File: config.mk
export PLATFORM = sky130hd
export DESIGN_NAME = bus_arbiter
export DESIGN_NICKNAME = d
export VERILOG_FILES = /design/src/verilog/icache_pkg.sv /design/src/verilog/bus_arbiter.sv
export SDC_FILE = /design/constraint.sdc
export NUM_CORES = 1
export LEC_CHECK = 0
export BUFFER_PORTS_ARGS = -buffer_cell sky130_fd_sc_hd__clkbuf_2
export CAP_MARGIN = 10
export CORE_AREA = 2 2 82 84
export CTS_BUF_LIST = sky130_fd_sc_hd__clkbuf_8
export DETAILED_ROUTE_END_ITERATION = 10
export DIE_AREA = 0 0 84 86
export SLEW_MARGIN = 10
export SYNTH_ARGS = -nofsm -noshare
export SYNTH_HDL_FRONTEND = slang
export SYNTH_SLANG_ARGS = --single-unit
File: constraint.sdc
create_clock -name clk_i -period 1.24 [get_ports clk_i]
set_input_delay 0.124 -clock clk_i [delete_from_list [all_inputs] [get_ports clk_i]]
set_output_delay 0.124 -clock clk_i [all_outputs]
set_load 0.1 [all_outputs]
File: src/verilog/icache_pkg.sv
`default_nettype none

package icache_pkg;

  // address and data widths
  localparam int XLEN = 32;

  typedef logic [XLEN-1:0] word_t;
  typedef logic [XLEN-1:0] addr_t;
  typedef logic [XLEN-3:0] wb_adr_t;

  // cache geometry, 128 words in 8 lines of 16
  localparam int CACHE_LEN = 7;
  localparam int LINE_LEN = 4;
  localparam int LINE_COUNT = 3;

  typedef logic [CACHE_LEN-1:0] cache_idx_t;
  typedef logic [LINE_LEN-1:0] word_sel_t;
  typedef logic [LINE_COUNT-1:0] line_t;

  // top address byte is ignored by the tag compare
  localparam int UNUSED_ADDR_BITS = 8;
  localparam int TAG_WIDTH = XLEN - 2 - LINE_LEN - UNUSED_ADDR_BITS;

  typedef logic [TAG_WIDTH-1:0] tag_t;

  // program RAM depth in words, and vector table base
  localparam int RAM_ADDR_BITS = 10;
  localparam addr_t VTABLE_ADDRESS = 32'h0000_0E00;

  typedef struct packed {
    logic cyc;
    logic stb;
    logic we;
    wb_adr_t adr;
    word_t dat;
    logic [3:0] sel;
  } wb_req_t;

  typedef struct packed {
    logic ack;
    word_t dat;
  } wb_rsp_t;

  typedef enum logic [1:0] {FILL_IDLE, FILL_ARB, FILL_READ, FILL_DONE} fill_state_t;
  typedef enum logic [1:0] {VEC_IDLE, VEC_ARB, VEC_READ, VEC_DONE} vec_state_t;

endpackage

`default_nettype wire
File: src/verilog/bus_arbiter.sv
`default_nettype none

module bus_arbiter (
  input wire clk_i,
  input wire reset_i,
  input wire req0_i,
  input wire req1_i,
  output logic grant0_o,
  output logic grant1_o,
  input wire icache_pkg::wb_req_t m0_i,
  input wire icache_pkg::wb_req_t m1_i,
  output icache_pkg::wb_req_t s_o
);

  // owner keeps the bus until its req drops
  always_ff @(posedge clk_i) begin
    if (reset_i) begin
      grant0_o <= 1'b0;
      grant1_o <= 1'b0;
    end else if (grant0_o) begin
      grant0_o <= req0_i;
    end else if (grant1_o) begin
      grant1_o <= req1_i;
    end else begin
      // free bus, master 0 wins a tie
      grant0_o <= req0_i;
      grant1_o <= req1_i & ~req0_i;
    end
  end

  always_comb begin
    s_o = '0;
    if (grant0_o) begin
      s_o = m0_i;
    end else if (grant1_o) begin
      s_o = m1_i;
    end
  end

  one_owner: assert property (@(posedge clk_i) disable iff (reset_i)
    !(grant0_o && grant1_o));

endmodule

`default_nettype wire

==> Word level (Yosys, flattened, before mapping) <==
Cells that the tools add are included.
{ "classes": {"mux": 5, "n_bitwise": 2} }
{ "op_table": {"columns": ["op", "count"], "rows": [
  ["69-bit two-way mux", 2],
  ["1-bit two-way mux", 3],
  ["1-bit bitwise AND", 1],
  ["1-bit inverter", 1]
]} }
{ "totals": {"regBits": 2, "in_bits": 142, "word_cells": 9} }

==> Logic depth before layout (Yosys ltp) <==
{ "logic_depth": {"word_depth": 3, "depth_mapped": 5} }

==> Worst setup path after synthesis <==
Ideal clock, no wire load.
{ "synth_timing": {"path_kind": "reg2out", "from": "register grant1_o", "to": "output s_o[58] (netlist name)", "arrival_ns": 2.273, "setup_slack_ns": -1.157, "path_stages_with_launch": 5, "n_path_buf": 2, "path_cell_list": "dfxtp_1 nor2b_4 buf_12 buf_12 a22o_1"} }
{ "synth_lines": {"columns": ["element", "line", "source"], "rows": [
  ["start: declaration", "bus_arbiter.sv:9", "output logic grant1_o,"],
  ["start signal: assignment", "bus_arbiter.sv:23", "grant1_o <= req1_i;"],
  ["start signal: assignment", "bus_arbiter.sv:27", "grant1_o <= req1_i & ~req0_i;"],
  ["end: declaration", "bus_arbiter.sv:12", "output icache_pkg::wb_req_t s_o"]
]} }

==> results_dict.tcl <==
set metrics [dict create \
    synth_warnings 0 \
    r2r_slack_ns 0.13 \
    ios 213 \
    drtPass1Iterations 4 \
    met3_usage 0.04042 \
    setup_viol 69 \
    max-slew-margin-rel 0.8163 \
    die_w_um 84 \
    fin_crit_sh 1.213 \
    fmax_mhz 664.6 \
    cts_buffer_depth 2 \
    root_buffer "clkbuf_8" \
    final_area_um2 3742 \
    fin_ws_ns -0.2646 \
    tritoncts "yes" \
    grt_usage 0.1456 \
    cp_common_cell "buf_12" \
    p_leak_nw 1.916 \
    hp-start "reset_i" \
    final_common_cell "clkbuf_2" \
    crit_type "reg -> out" \
    status "finished with violations" \
    initial_core_util 0.1415 \
    worst_slew_pin_slew_ns 0.2778 \
    use_met2 0.2953 \
    vias_per_cell 4.587 \
    p_per_area_nw_per_um2 831.6 \
    dieArea_um2 7224 \
    grt_max_degree 33 \
    rsz0062_at_grt "true" \
    hp-class "in -> reg" \
    area_growth_pct 321.3 \
    fin_nets 454 \
    synth_cells 92 \
    wl_per_cell_um 16.55 \
    dpl-instance-area_um2 3352 \
    finish.utilization 0.5962 \
    setup.worst_path.start "grant1_o" \
    crit_arrival_ns 1.38 \
    grt_pass1_wl_um 8569 \
    cpPeakStageDelay_ns 0.33 \
    synth_seq_cells 2 \
    numPortBuffers 212 \
    htree_num_levels 1 \
    drv_slew 0 \
    cts_sinks 2 \
    grt.busiest_layer "met2" \
    final_cell_mix "clkbuf_2, buf_12, a22o_4" \
    min_period_ns 1.505 \
    crit_required_ns 1.12 \
    die_h_um 86 \
    first_iter_violations 15 \
    vdd_drop_max_v 0.0006792 \
    rr_endpoint "grant1_o" \
    ys_seq_area_frac 0.04507 \
    violations "negative setup slack" \
    drc 0 \
    r2r-start "grant0_o" \
    synth_cell_types 11 \
    crit_fanout 8 \
    dpl.hpwl_um 4791 \
    grtUsageMet1 0.1447 \
    crit_chain "nor2b_4 > buf_12 > clkbuf_16 > a22o_2 > buf_12" \
    grt_pass1_vias 1826 \
    core_um2 6277 \
    fp-row-count 29 \
    gp_congestion 0.7043 \
    num_vias 1775 \
    crit_end "s_o[14]" \
    final-hold-violation-count 0 \
    slowest_stage "dfxtp_4" \
    clock_latency_ns 0.22 \
    layout-drive-gt1-share 0.9935 \
    cts_buffers 3 \
    critPathLaunchType "flip-flop" \
    r2r_cells 4 \
    cts_hold_buf 0 \
    diodes 0 \
    clkTransAtPathRegs_ns 0.03 \
    syn_area_um2 888.4 \
    grt-ovfl-total 0 \
    ant_nets 0 \
    fin_worst_skew_ns 0.003264 \
    antenna_found_initial 0 \
    syn_avg_cell_area_um2 9.656 \
    drv_cap 0 \
    end_kind "primary output" \
    totalWireLength_um 6403 \
    syn_nets 234 \
]
-- cell usage after synthesis --
cell type   n  area share
a22o_1     69        0.68
buf_12      8        0.18
clkbuf_1    6       0.025
dfxtp_1     2       0.045
buf_2       1      0.0056
buf_6       1       0.013
nor2_1      1      0.0042
nor2b_4     1       0.015
nor3_1      1      0.0056
nor3b_2     1       0.014
o21ba_2     1       0.011
-- worst max-delay path, delay by kind of cell, from the launching register on --
family                 cells  cell delay [ns]
buffers and inverters      3             0.46
and+or+nand+nor            1             0.13
DFF                        1             0.33
AOI/OAI and AO/OA          1             0.23
-- cells by family (layout without fill, tap and decap cells) --
group                  Yosys count  count (layout)  synth area share
flip-flops                       2               2           0.04507
buffers and inverters           16             234            0.2239
AND/OR/NAND/NOR                  4               4           0.03942
AO/OA/AOI/OAI                   70              70            0.6916
-- worst min path at each step --
stage,end,slack [ns],depth (start not counted)
after floorplan,grant0_o,0.18,1
after global placement,grant0_o,0.30,2
after detailed placement,grant0_o,0.32,2
after CTS,grant0_o,0.08,2
after global routing,grant0_o,0.08,2
final,grant0_o,0.08,2
-- cell type report --
type	count	area, um^2
fill	499	2535
timing repair buffer	231	2461
multi-input combinational	74	1096
tap	77	96.34
sequential	2	47.55
clock buffer	3	41.29
-- sequential cells by signal, indices dropped and copies added, names as in the netlist --
name      count
grant0_o      1
grant1_o      1
-- where the power goes --
group / total [mW] / internal (mW) / leakage [nW] / switching (mW)
Sequential: 0.0722 / 0.0676 / 0.0178 / 0.00461
Clock: 0.279 / 0.207 / 0.0216 / 0.0723
Combinational: 2.76 / 1.12 / 1.88 / 1.64
Total: 3.11 / 1.40 / 1.92 / 1.71
-- timing repair --
action,in CTS,in global routing
pin swaps,0,2
resized for setup,4,21
endpoints found under the setup margin,69,70
gates cloned,2,6
buffers inserted,1,2
hold endpoints to repair,0,0
-- metal layers --
| metal | routed length (um) | vias to the layer above |
|---|---|---|
| met3 | 554 | 7 |
| met2 | 3589 | 111 |
| li1 | - | 840 |
| met5 | 0 | - |
| met4 | 74 | 0 |
| met1 | 2185 | 817 |
-- through the flow --
stage	TNS [ns]	total power, mW	instances	worst slack, ns	hold slack (ns)
after floorplan	-21.64	1.693	92	-0.4020	0.1841
after global placement	-0.01585	2.660	373	-0.01029	0.3036
after detailed placement	-0.1844	2.683	373	-0.02053	0.3151
after CTS	-15.73	3.013	379	-0.2576	0.08018
after global routing	-19.07	3.207	387	-0.3034	0.08431
final	-16.63	3.112	387	-0.2646	0.08174
Power figures use the tool's default switching activity.
